File: src/hw/fetch_pkg.sv
`default_nettype none

package fetch_pkg;

    // bus and word geometry
    localparam int ADDR_W     = 32;
    localparam int DATA_W     = 64;             // one fetch word = one bus beat

    // line geometry, 4 beats of 8 bytes
    localparam int LINE_BEATS = 4;
    localparam int BEAT_W     = 2;              // beat index inside a line
    localparam int OFF_W      = 3;              // byte offset inside a beat
    localparam int TAG_W      = ADDR_W - BEAT_W - OFF_W;   // 27 bits

    typedef logic [ADDR_W-1:0] addr_t;
    typedef logic [DATA_W-1:0] data_t;
    typedef logic [1:0]        resp_t;          // axi rresp

    // only okay counts as good data, exokay never comes back on a plain read
    localparam resp_t RESP_OKAY = 2'b00;

    // one fetch address, seen either as the bus word or split for line lookup
    typedef union packed {
        addr_t raw;                             // goes out on ar, bench compares this
        struct packed {
            logic [TAG_W-1:0]  tag;             // line match
            logic [BEAT_W-1:0] beat;            // word select within the line
            logic [OFF_W-1:0]  off;             // byte in word, ignored by fetch
        } fields;
    } fetch_addr_u;

endpackage

`default_nettype wire
File: src/hw/line_ctl_if.sv
`timescale 1ns/1ns
`default_nettype none

// control and status between the fetch FSM and the line storage
interface line_ctl_if;

    logic hit;          // line valid and tag equal, combinational
    logic fill_start;   // new burst, take tag, clear counter and error
    logic beat_take;    // write current r beat and step the counter
    logic fill_done;    // burst over, line valid unless error seen
    logic fill_err;     // sticky error of the running fill
    logic word_load;    // latch selected word into output register

    // FSM side
    modport ctrl (
        input  hit,
        input  fill_err,
        output fill_start,
        output beat_take,
        output fill_done,
        output word_load
    );

    // storage side
    modport lbuf (
        output hit,
        output fill_err,
        input  fill_start,
        input  beat_take,
        input  fill_done,
        input  word_load
    );

endinterface

`default_nettype wire

File: src/hw/fetch_axi.sv
`timescale 1ns/1ns
`default_nettype none

module fetch_axi (
    input  wire logic             clock,
    input  wire logic             reset,

    // fetch stage
    input  wire logic             rw_valid_i,
    input  wire fetch_pkg::addr_t rw_addr_i,
    output logic                  rw_ready_o,
    output fetch_pkg::data_t      data_read_o,
    output logic                  fetch_err_o,
    output logic                  instr_fetching_o,

    // axi read address channel
    output logic                  axi_ar_valid_o,
    input  wire logic             axi_ar_ready_i,
    output fetch_pkg::addr_t      axi_ar_addr_o,

    // axi read data channel
    input  wire logic             axi_r_valid_i,
    output logic                  axi_r_ready_o,
    input  wire fetch_pkg::data_t axi_r_data_i,
    input  wire fetch_pkg::resp_t axi_r_resp_i,
    input  wire logic             axi_r_last_i
);

    fetch_pkg::fetch_addr_u req_addr;   // request split into tag, beat, offset
    logic                   ar_issue;
    logic                   ar_done;

    assign req_addr = fetch_pkg::fetch_addr_u'(rw_addr_i);

    line_ctl_if line_if ();

    // sequencing
    fetch_ctrl i_ctrl (
        .clock      (clock),
        .reset      (reset),
        .rw_valid_i (rw_valid_i),
        .ar_issue_o (ar_issue),
        .ar_done_i  (ar_done),
        .r_valid_i  (axi_r_valid_i),
        .r_last_i   (axi_r_last_i),
        .r_ready_o  (axi_r_ready_o),
        .rw_ready_o (rw_ready_o),
        .fetching_o (instr_fetching_o),
        .line       (line_if.ctrl)
    );

    // ar channel
    ar_issue i_ar (
        .clock      (clock),
        .reset      (reset),
        .req_addr_i (req_addr),
        .issue_i    (ar_issue),
        .ar_ready_i (axi_ar_ready_i),
        .ar_valid_o (axi_ar_valid_o),
        .ar_addr_o  (axi_ar_addr_o),
        .done_o     (ar_done)
    );

    // single line store plus answer register
    line_buffer i_line (
        .clock      (clock),
        .reset      (reset),
        .req_addr_i (req_addr),
        .r_data_i   (axi_r_data_i),
        .r_resp_i   (axi_r_resp_i),
        .line       (line_if.lbuf),
        .word_o     (data_read_o),
        .err_o      (fetch_err_o)
    );

endmodule

`default_nettype wire

File: src/hw/line_buffer.sv
`timescale 1ns/1ns
`default_nettype none

module line_buffer (
    input  wire logic                   clock,
    input  wire logic                   reset,

    input  wire fetch_pkg::fetch_addr_u req_addr_i,  // current request
    input  wire fetch_pkg::data_t       r_data_i,    // r channel beat
    input  wire fetch_pkg::resp_t       r_resp_i,

    line_ctl_if.lbuf                    line,

    output fetch_pkg::data_t            word_o,      // answer word
    output logic                        err_o        // answer carries bus error
);

    fetch_pkg::data_t               beat_q [fetch_pkg::LINE_BEATS];
    logic [fetch_pkg::TAG_W-1:0]    tag_q;
    logic                           valid_q;
    logic [fetch_pkg::BEAT_W-1:0]   cnt_q;      // next beat slot to write
    logic                           err_q;      // sticky over one fill

    logic                           beat_bad;   // taken beat has a bad response
    logic                           err_now;    // error including this cycle's beat
    logic                           fwd;        // requested beat is arriving right now
    fetch_pkg::data_t               sel_word;

    assign beat_bad = line.beat_take && (r_resp_i != fetch_pkg::RESP_OKAY);
    assign err_now  = err_q || beat_bad;

    // lookup against the held line
    assign line.hit      = valid_q && (tag_q == req_addr_i.fields.tag);
    assign line.fill_err = err_q;

    // bypass so the last beat can be answered without waiting a cycle
    assign fwd      = line.beat_take && (cnt_q == req_addr_i.fields.beat);
    assign sel_word = fwd ? r_data_i : beat_q[req_addr_i.fields.beat];

    // line status
    always_ff @(posedge clock or negedge reset) begin
        if (!reset) begin
            valid_q <= 1'b0;
            cnt_q   <= '0;
            err_q   <= 1'b0;
        end else begin
            if (line.fill_start) begin
                valid_q <= 1'b0;            // line is being replaced
                cnt_q   <= '0;
                err_q   <= 1'b0;
            end else begin
                if (line.beat_take) begin
                    cnt_q <= cnt_q + 1'b1;  // wraps after the fourth beat
                end
                if (beat_bad) begin
                    err_q <= 1'b1;
                end
                if (line.fill_done) begin
                    valid_q <= !err_now;    // a bad line is never reused
                end
            end
        end
    end

    // tag taken when the fill starts
    always_ff @(posedge clock) begin
        if (line.fill_start) begin
            tag_q <= req_addr_i.fields.tag;
        end
    end

    // beat storage
    always_ff @(posedge clock) begin
        if (line.beat_take) begin
            beat_q[cnt_q] <= r_data_i;
        end
    end

    // answer register, zero data on error
    always_ff @(posedge clock or negedge reset) begin
        if (!reset) begin
            err_o <= 1'b0;
        end else if (line.word_load) begin
            err_o <= err_now;
        end
    end

    always_ff @(posedge clock) begin
        if (line.word_load) begin
            word_o <= err_now ? '0 : sel_word;
        end
    end

endmodule

`default_nettype wire

File: src/hw/ar_issue.sv
`timescale 1ns/1ns
`default_nettype none

module ar_issue (
    input  wire logic                  clock,
    input  wire logic                  reset,

    input  wire fetch_pkg::fetch_addr_u req_addr_i, // request address, held by requester
    input  wire logic                  issue_i,     // start a line read

    input  wire logic                  ar_ready_i,
    output logic                       ar_valid_o,
    output fetch_pkg::addr_t           ar_addr_o,

    output logic                       done_o       // handshake this cycle
);

    fetch_pkg::fetch_addr_u line_addr;   // request rounded down to its line
    logic                   valid_q;

    // keep the tag, zero beat and byte offset
    always_comb begin
        line_addr             = req_addr_i;
        line_addr.fields.beat = '0;
        line_addr.fields.off  = '0;
    end

    // valid set on issue, dropped once the slave takes it
    always_ff @(posedge clock or negedge reset) begin
        if (!reset) begin
            valid_q <= 1'b0;
        end else if (issue_i) begin
            valid_q <= 1'b1;
        end else if (valid_q && ar_ready_i) begin
            valid_q <= 1'b0;
        end
    end

    // address only moves on issue, so stable for the whole valid phase
    always_ff @(posedge clock) begin
        if (issue_i) begin
            ar_addr_o <= line_addr.raw;
        end
    end

    assign ar_valid_o = valid_q;
    assign done_o     = valid_q && ar_ready_i;

endmodule

`default_nettype wire

File: src/hw/fetch_ctrl.sv
`timescale 1ns/1ns
`default_nettype none

module fetch_ctrl (
    input  wire logic clock,
    input  wire logic reset,

    input  wire logic rw_valid_i,   // fetch request pending

    output logic      ar_issue_o,   // load ar holder
    input  wire logic ar_done_i,    // ar handshake seen

    input  wire logic r_valid_i,
    input  wire logic r_last_i,
    output logic      r_ready_o,

    output logic      rw_ready_o,   // one cycle answer strobe
    output logic      fetching_o,   // miss outstanding

    line_ctl_if.ctrl  line
);

    // state codes
    localparam logic [2:0] ST_IDLE   = 3'd0;
    localparam logic [2:0] ST_ADDR   = 3'd1;   // waiting for ar handshake
    localparam logic [2:0] ST_FILL   = 3'd2;   // taking r beats
    localparam logic [2:0] ST_REPLY  = 3'd3;   // answer after a fill
    localparam logic [2:0] ST_ANSWER = 3'd4;   // answer after a hit

    logic [2:0] state_q;
    logic [2:0] state_d;

    logic req_hit;      // request served from the held line
    logic req_miss;     // request needs a burst
    logic beat_in;      // r beat accepted this cycle
    logic last_in;      // final beat of the burst accepted

    assign req_hit  = (state_q == ST_IDLE) && rw_valid_i && line.hit;
    assign req_miss = (state_q == ST_IDLE) && rw_valid_i && !line.hit;

    // r_ready is held high for the whole fill, so valid alone means a beat
    assign beat_in  = (state_q == ST_FILL) && r_valid_i;
    assign last_in  = beat_in && r_last_i;

    always_ff @(posedge clock or negedge reset) begin
        if (!reset) begin
            state_q <= ST_IDLE;
        end else begin
            state_q <= state_d;
        end
    end

    always_comb begin
        state_d = state_q;                  // stay by default
        case (state_q)
            ST_IDLE: begin
                if (req_hit) begin
                    state_d = ST_ANSWER;
                end else if (req_miss) begin
                    state_d = ST_ADDR;
                end
            end
            ST_ADDR: begin
                if (ar_done_i) begin
                    state_d = ST_FILL;      // r_ready rises next cycle
                end
            end
            ST_FILL: begin
                if (last_in) begin
                    state_d = ST_REPLY;
                end
            end
            ST_REPLY: begin
                state_d = ST_IDLE;          // one cycle strobe only
            end
            ST_ANSWER: begin
                state_d = ST_IDLE;
            end
            default: begin
                state_d = ST_IDLE;
            end
        endcase
    end

    // a miss clears the line and arms the ar holder together
    assign line.fill_start = req_miss;
    assign ar_issue_o      = req_miss;

    // once a beat came back bad the line is dropped anyway,
    // rest of the burst is only drained
    assign line.beat_take  = beat_in && !line.fill_err;
    assign line.fill_done  = last_in;

    // word is latched one cycle ahead of the strobe,
    // on the last beat the storage forwards the incoming data
    assign line.word_load  = req_hit || last_in;

    assign r_ready_o  = (state_q == ST_FILL);
    assign rw_ready_o = (state_q == ST_REPLY) || (state_q == ST_ANSWER);
    assign fetching_o = (state_q == ST_ADDR) || (state_q == ST_FILL);

endmodule

`default_nettype wire

File: config.mk
export PLATFORM = sky130hd
export DESIGN_NAME = fetch_axi
export DESIGN_NICKNAME = d
export VERILOG_FILES = /design/src/hw/fetch_pkg.sv /design/src/hw/line_ctl_if.sv /design/src/hw/fetch_axi.sv /design/src/hw/line_buffer.sv /design/src/hw/ar_issue.sv /design/src/hw/fetch_ctrl.sv
export SDC_FILE = /design/constraint.sdc
export NUM_CORES = 1
export LEC_CHECK = 0
export BUFFER_PORTS_ARGS = -buffer_cell sky130_fd_sc_hd__buf_4
export CAP_MARGIN = 5
export CORE_MARGIN = 10
export CORE_UTILIZATION = 45
export DETAILED_ROUTE_END_ITERATION = 10
export PLACE_DENSITY_LB_ADDON = 0.3
export SLEW_MARGIN = 25
export SYNTH_ARGS = -nofsm -noshare
export SYNTH_HDL_FRONTEND = slang
export SYNTH_SLANG_ARGS = --single-unit
File: constraint.sdc
create_clock -name clock -period 3.8 [get_ports clock]
set_clock_uncertainty 0.2 [all_clocks]
set_input_delay 0.38 -clock clock [delete_from_list [all_inputs] [get_ports clock]]
set_output_delay 0.38 -clock clock [all_outputs]
set_load 0.03 [all_outputs]
==> results of run 1 <==
-- flip-flops by register name (all words and copies together), names as in the netlist --
signal and cells:
i_line.cnt_q 2, i_ctrl.state_q 3, i_ar.ar_addr_o 27, i_line.word_o 64, i_ar.ar_valid_o 1, i_line.err_o 1, i_line.line.fill_err 1, i_line.valid_q 1
i_line.beat_q 256
-- what timing repair did --
action                                  4_1_cts  5_1_grt
endpoints found under the setup margin        0        0
hold buffers                                 93        0
resized for setup                             0        0
hold endpoints to repair                    293        0
-- critical path: cells and delay by family --
family / cells / cell delay [ns]
and+or+nand+nor: 2 / 0.74
buffers and inverters: 3 / 1.06
AOI/OAI and AO/OA: 1 / 0.18
xor gates and xnor gates: 1 / 0.17
muxes: 1 / 0.39
-- through the flow --
stage | area, um^2 | util [%]
after detailed placement | 15900 | 52.0
after global routing | 17900 | 58.6
after global placement | 15900 | 52.0
after floorplan | 14000 | -
after CTS | 17900 | 58.6
final | 17900 | 58.6
-- metal layers --
layer	routed length, um	part of all wire (%)
met4	455	1.5
met5	0	0
met3	2240	7.2
met1	12500	40
met2	15900	51
-- power groups by stage --
stage	clock, W	combinational, W	sequential (W)
4_1_cts	0.00336	0.00189	0.00491
6_report	0.00328	0.00185	0.00491
2_1_floorplan	0	0.000885	0.00522
3_5_place_dp	0	0.00180	0.00499
5_1_grt	0.00350	0.00202	0.00494
3_3_place_gp	0	0.00178	0.00498
-- kinds of logic after synthesis --
| group | share of synthesized area, % |
|---|---|
| AO/OA/AOI/OAI | 3.41 |
| multiplexers | 10.5 |
| adder cells (fa/ha/maj) | 0.358 |
| XOR/XNOR | 1.94 |
| buffers and inverters | 2.00 |
| other | 0.0268 |
| AND/OR/NAND/NOR | 5.68 |
| flip-flops | 76.1 |
-- cell type report --
class	count	area share (%)
Clock buffer	49	5.65
Timing Repair Buffer	301	14.5
Clock inverter	17	0.418
Inverter	3	0.0628
Multi-Input combinational cell	341	17.3
Sequential cell	356	59.3
Tap cell	396	2.76
-- layout by cell type, fill, tap and decap left out, types with 12 or more instances in the layout --
cell type	count
a21oi_1	35
xnor2_1	19
clkbuf_16	39
edfxtp_1	347
xor2_1	12
mux4_2	64
dlygate4sd3_1	93
nand2_1	102
nand2_2	30
buf_4	200
a21oi_2	30
-- worst paths after layout --
path / endpoint / start / slack, ns / depth (start not counted)
hold reg to reg: i_ar.ar_valid_o$_DFFE_PN0P_ / i_ar.ar_valid_o$_DFFE_PN0P_ / 0.33 / 1
min in group asynchronous: i_line.line.fill_err$_DFFE_PN0P_ / reset / 0.06 / 2
setup reg to reg: i_line.word_o[59]$_SDFFCE_PP0P_ / i_ctrl.state_q[0]$_DFFE_PN0P_ / 1.04 / 6
max in group asynchronous: i_line.valid_q$_DFFE_PN0P_ / reset / 3.20 / 2
setup / recovery: i_line.err_o$_DFFE_PN0P_ / rw_addr_i[31] / 1.03 / 8
hold / removal: i_ctrl.state_q[0]$_DFFE_PN0P_ / axi_r_last_i / 0.05 / 3
==> metrics.md, run 1 <==
| Metric | Value |
|---|---|
| Status | complete, no violations |
| M3 GR Usage | 4.76% |
| Int Power | 0.00735 W |
| DR WL/cell | 21.2 um |
| Initial antenna violation count | 0 |
| Final hold vios | 0 |
| Async SR Flop Fraction | 2.53% |
| # diodes | 0 |
| Routed Wire Length | 31100 um |
| Place WS | 1.01 ns |
| Detail Route Antenna Nets | 0 |
| Postcts setup bufs | 0 |
| Die area | 38500 um^2 |
| Max_cap viols | 0 |
| Nets | 1149 |
| Mapped Area | 14000 um^2 |
| Clock Path Buffers | 3 |
| Post-Syn Area per Cell | 19.0 um^2 |
| Area leader, netlist | edfxtp_1 |
| Total power divided by cell area | 560 nW/um^2 |
| CP Capture Type | flop |
| Fmax | 361 MHz |
| Seq/Total Area, Yosys | 76.1% |
| Setup CP Type | in2reg |
| #FFs+latches synth | 356 |
| CTS tree | yes |
| Worst setup margin | 1.03 ns |
| Skew-Pair Late Insertion Delay | 0.51 ns |
| Final min period | 2.77 ns |
| Combinational share of power | 18.4% |
| Max VDD drop | 0.417 mV |
| Worst hold path class | in2reg |
| Seq pwr share | 48.9% |
| Layout area overhead | 28.3% |
| Clock root cell | clkbuf_16 |
| M2 GR Usage | 27.9% |
| Hold slack | 0.0505 ns |
| CP startpoint kind | primary input |
| Initial core utilization | 45.7% |
| Fillers | 2242 |
| Via count | 7571 |
| Critical path, cell by cell | dlygate4sd3_1 > buf_4 > xnor2_1 > nand4_1 > or4_4 > o21ai_4 > buf_12 > mux2_2 |
| Placer Congestion | 0.710 |
| Die H | 196 um |
| Max stage delay on crit path | 0.58 ns |
| Slowest CP cell | or4_4 |
| Tot Pwr | 0.0100 W |
| Slew headroom | 46.9% |
| Max H-tree Level | 2 |
| Port buffer count | 196 |
| Final setup violation count | 0 |
| Critical Path RT | 3.99 ns |
| Die X-Extent | 196 um |
| CORE AREA | 30600 um^2 |
| Switch share | 26.8% |
| Critical path arrival | 2.96 ns |
| Total GRT Usage | 16.1% |
| Clock sinks | 356 |
| Aggregate global routing overflow | 0 |
| DRC errors left | 0 |
| Vias in the first global route | 8389 |
| Row count | 64 |
| Largest net degree at the start of global routing | 66 |
| Tcrit/Tclk final | 72.9% |
| CP max FO | 65 |
| FF/Latch Area | 10600 um^2 |
| DR iter-0 viols | 348 |
| RSZ-0062 raised after global routing | false |
| Yosys cell types | 39 |
| Leakage | 6.29 nW |
| Post-synth top cells | edfxtp_1, nand2_1, mux4_2, a21oi_1 |
| First-pass iteration count of the detailed router | 4 |
| HPWL Detailed | 17600 um |
| Top cell type's share of synthesized area | 74.5% |
| Setup TNS | 0 ns |
| Post-Layout Cell Count | 1463 |
| Number of synthesized flops with an enable pin | 347 |
| Final Slew Violations | 0 |
| Clock Power Share | 32.6% |
| Cell with the most instances after synthesis | edfxtp_1 |
| Inst Count DP | 1304 |
| I/O pin count | 205 |
| Post-synth top flop | edfxtp_1 |
| Switching Power | 0.00269 W |
| Share of layout cells above drive strength 1 | 36.5% |
| Met1 usage | 19.2% |
| Num CTS Buffers | 38 |
| Area used by multi-input combinational logic | 3110 um^2 |
| CTS clk-pin slew, worst paths | 0.06 ns |
| Synth area leaders | edfxtp_1, mux4_2, nand2_1, a21oi_2, dfrtp_1 |
| First-pass GRT wire length | 48800 um |
| Via density | 5.17 |
| Busiest grt layer | met2 |
| Yosys Warn Count | 0 |
| Worst-Margin Slew | 0.796 ns |
| Post-Synthesis Cells | 737 |
Power figures use the tool's default switching activity.
==> run 2: changes to the inputs <==
==> constraint.sdc (replaced) <==
create_clock -name clock -period 2.6 [get_ports clock]
set_clock_uncertainty 0.2 [all_clocks]
set_input_delay 0.26 -clock clock [delete_from_list [all_inputs] [get_ports clock]]
set_output_delay 0.26 -clock clock [all_outputs]
set_load 0.03 [all_outputs]
==> run 2 against run 1 <==
  * Hold slack worse by 0.034 ns
  * Core utilization rose by 1.3 points
  * Global-route usage barely moved
  * Flip-flop and latch count did not move
  * Clock-buffer cell count increased by 1
  * Non-clock buffer count increased by 20
  * Power grew 50%
  * Register-to-register slack got worse by 0.84 ns
  * Critical path depth shrank 1
  * First-iteration DRC count shrank 2.0%
  * Sequential share of layout area fell by 1.3 points
  * Die area unchanged
  * Critical endpoint is now i_line.word_o[10]$_SDFFCE_PP0P_
  * Largest cell class unchanged
==> metrics.md, run 2 (synthesis results as in run 1) <==
| Metric | Value |
|---|---|
| Setup CP Type | in2reg (unchanged) |
| Dpl cell area | 16200 um^2 (was 15900 um^2) |
| Slowest CP cell | or4_4 (unchanged) |
| Aggregate global routing overflow | 0 (unchanged) |
| DR WL/cell | 20.6 um (was 21.2 um) |
| Initial core utilization | 45.7% (unchanged) |
| RSZ-0062 raised after global routing | false (unchanged) |
| Initial antenna violation count | 1 (was 0) |
| Final min period | 2.40 ns |
| I/O pin count | 205 (unchanged) |
| Layout area overhead | 31.2% (was 28.3%) |
| Postcts setup bufs | 0 (unchanged) |
| Final core occ | 60.0% (was 58.6%) |
| Post-Layout Cell Count | 1485 (was 1463) |
| Most flops, register | i_line.beat_q (unchanged) |
| Leakage | 6.47 nW (was 6.29 nW) |
| Inst Count DP | 1322 (was 1304) |
| Num CTS Buffers | 39 (was 38) |
| Commonest non-fill, non-tap cell in the layout | edfxtp_1 (unchanged) |
| DR iter-0 viols | 341 (was 348) |
| Tcrit/Tclk final | 92.4% |
| CP Capture Type | flop (unchanged) |
| Max H-tree Level | 2 (unchanged) |
| Hold slack | 0.0162 ns (was 0.0505 ns) |
| Skew-Pair Late Insertion Delay | 0.51 ns (about the same) |
| Clock Path Buffers | 3 (unchanged) |
| Port buffer count | 196 (unchanged) |
| Critical Path RT | 2.57 ns (was 3.99 ns) |
| Max_cap viols | 0 (unchanged) |
| Slew headroom | 57.6% (was 46.9%) |
| Via density | 5.12 (was 5.17) |
| Critical path, cell by cell | dlygate4sd3_1 > buf_4 > xnor2_1 > nand4_1 > or4_4 > o21ai_4 > buf_4 (was dlygate4sd3_1 > buf_4 > xnor2_1 > nand4_1 > or4_4 > o21ai_4 > buf_12 > mux2_2) |
| Fmax | 416 MHz |
| Die H | 196 um (unchanged) |
| Commonest non-fill, non-tap cells in the layout | edfxtp_1, buf_4, nand2_1, dlygate4sd3_1, mux4_2 (unchanged) |
| Max VDD drop | 0.601 mV (was 0.417 mV) |
| Largest net degree at the start of global routing | 65 (was 66) |
| CP dominant cell by count | buf_4 |
| Fillers | 2248 (was 2242) |
| Final Slew Violations | 0 (unchanged) |
| Share of layout cells above drive strength 1 | 38.1% (was 36.5%) |
| Placer Congestion | 0.701 (was 0.710) |
| Worst hold path class | in2reg (unchanged) |
| CTS clk-pin slew, worst paths | 0.06 ns (about the same) |
| Post-cts resize count | 0 (unchanged) |
| First-pass GRT wire length | 48700 um (was 48800 um) |
| Vias in the first global route | 8411 (was 8389) |
| Clock sinks | 356 (unchanged) |
| Max FFs per register | 256 (unchanged) |
| CP startpoint kind | primary input (unchanged) |
| CORE AREA | 30600 um^2 (unchanged) |
| Total GRT Usage | 16.0% (was 16.1%) |
| Row count | 64 (unchanged) |
| Status | complete, no violations (unchanged) |
| CP max FO | 20 (was 65) |
| Critical path arrival | 2.37 ns (was 2.96 ns) |
| Cts hold-fix bufs | 95 (was 93) |
| Via count | 7603 (was 7571) |
| Delay-heaviest family, CP | buffers and inverters (unchanged) |
| Routed Wire Length | 30600 um (was 31100 um) |
| First-pass iteration count of the detailed router | 4 (unchanged) |
| HPWL Detailed | 18800 um (was 17600 um) |
| Fin area | 18300 um^2 (was 17900 um^2) |
| Die area | 38500 um^2 (unchanged) |
| Buf/Inv on CP | 3 (unchanged) |
| Max stage delay on crit path | 0.59 ns (was 0.58 ns) |
| Clock root cell | clkbuf_16 (unchanged) |
| Detail Route Antenna Nets | 0 (unchanged) |
| Largest registers | i_line.beat_q: 256 flops, i_line.word_o: 64 flops, i_ar.ar_addr_o: 27 flops (unchanged) |
| CTS tree | yes (unchanged) |
| DRC errors left | 0 (unchanged) |
| Total power divided by cell area | 821 nW/um^2 (was 560 nW/um^2) |
| Nets | 1170 (was 1149) |
| Final setup violation count | 0 (unchanged) |
| Die X-Extent | 196 um (unchanged) |
| Worst-Margin Slew | 0.636 ns (was 0.796 ns) |
| Final hold vios | 0 (unchanged) |
-- run 2: cell count changes in the layout (fill, tap and decap cells not counted), sizes merged --
cell / delta
clkinvlp: +3
bufinv: +1
diode: +1
clkinv: -3
inv: -1
buf: +18
clkbuf: +1
dlygate4sd3: +2
-- run 2: path summary, 6_finish.rpt --
| path | cells after the start | to | from | slack, ns |
|---|---|---|---|---|
| max | 7 | i_line.word_o[10]$_SDFFCE_PP0P_ | rw_addr_i[25] | 0.20 |
| max in group asynchronous | 3 | i_line.line.fill_err$_DFFE_PN0P_ | reset | 1.33 |
| max reg2reg | 5 | i_line.word_o[10]$_SDFFCE_PP0P_ | i_ar.ar_addr_o[10]$_DFFE_PP_ | 0.20 |
| min in group asynchronous | 3 | i_ar.ar_valid_o$_DFFE_PN0P_ | reset | 0.57 |
| min reg2reg | 1 | i_line.err_o$_DFFE_PN0P_ | i_line.err_o$_DFFE_PN0P_ | 0.32 |
| min | 4 | i_ctrl.state_q[2]$_DFFE_PN0P_ | rw_valid_i | 0.02 |
-- run 2: tightest hold or removal path: cells and delay by family --
family,cells,cell delay [ns]
simple gates,3,0.33
buf+inv,1,0.11
-- run 2: where the power goes --
group          internal (W)  switching, W
clock               0.00297       0.00207
combinational       0.00117       0.00169
sequential          0.00697      0.000197
total                0.0111       0.00395
-- run 2: routing by layer --
layer	vias up	wire length [um]	track usage (%)
li1	3501	-	-
met1	3861	12800	19.7
met2	202	15300	27.2
met3	39	1970	4.55
met4	0	544	4.19
met5	-	0	0
-- run 2: area by class of cell --
cell class	count	area (um^2)	share of cell area (%)
Antenna cell	1	2.50	0.0136
Sequential cell	356	10600	58.0
Clock buffer	50	1060	5.78
Multi-Input combinational cell	341	3110	17.0
Inverter	3	11.3	0.0614
Timing Repair Buffer	321	2910	15.9
Tap cell	396	495	2.70
Clock inverter	17	110	0.600
-- run 2: per-stage QoR --
| stage | power (W) | TNS (ns) | setup WS [ns] |
|---|---|---|---|
| 2_1_floorplan | 0.00891 | -32.13 | -0.561 |
| 3_3_place_gp | 0.0100 | 0 | 0.152 |
| 3_5_place_dp | 0.0101 | 0 | 0.134 |
| 4_1_cts | 0.0153 | 0 | 0.119 |
| 5_1_grt | 0.0157 | 0 | 0.0412 |
| 6_report | 0.0151 | 0 | 0.199 |
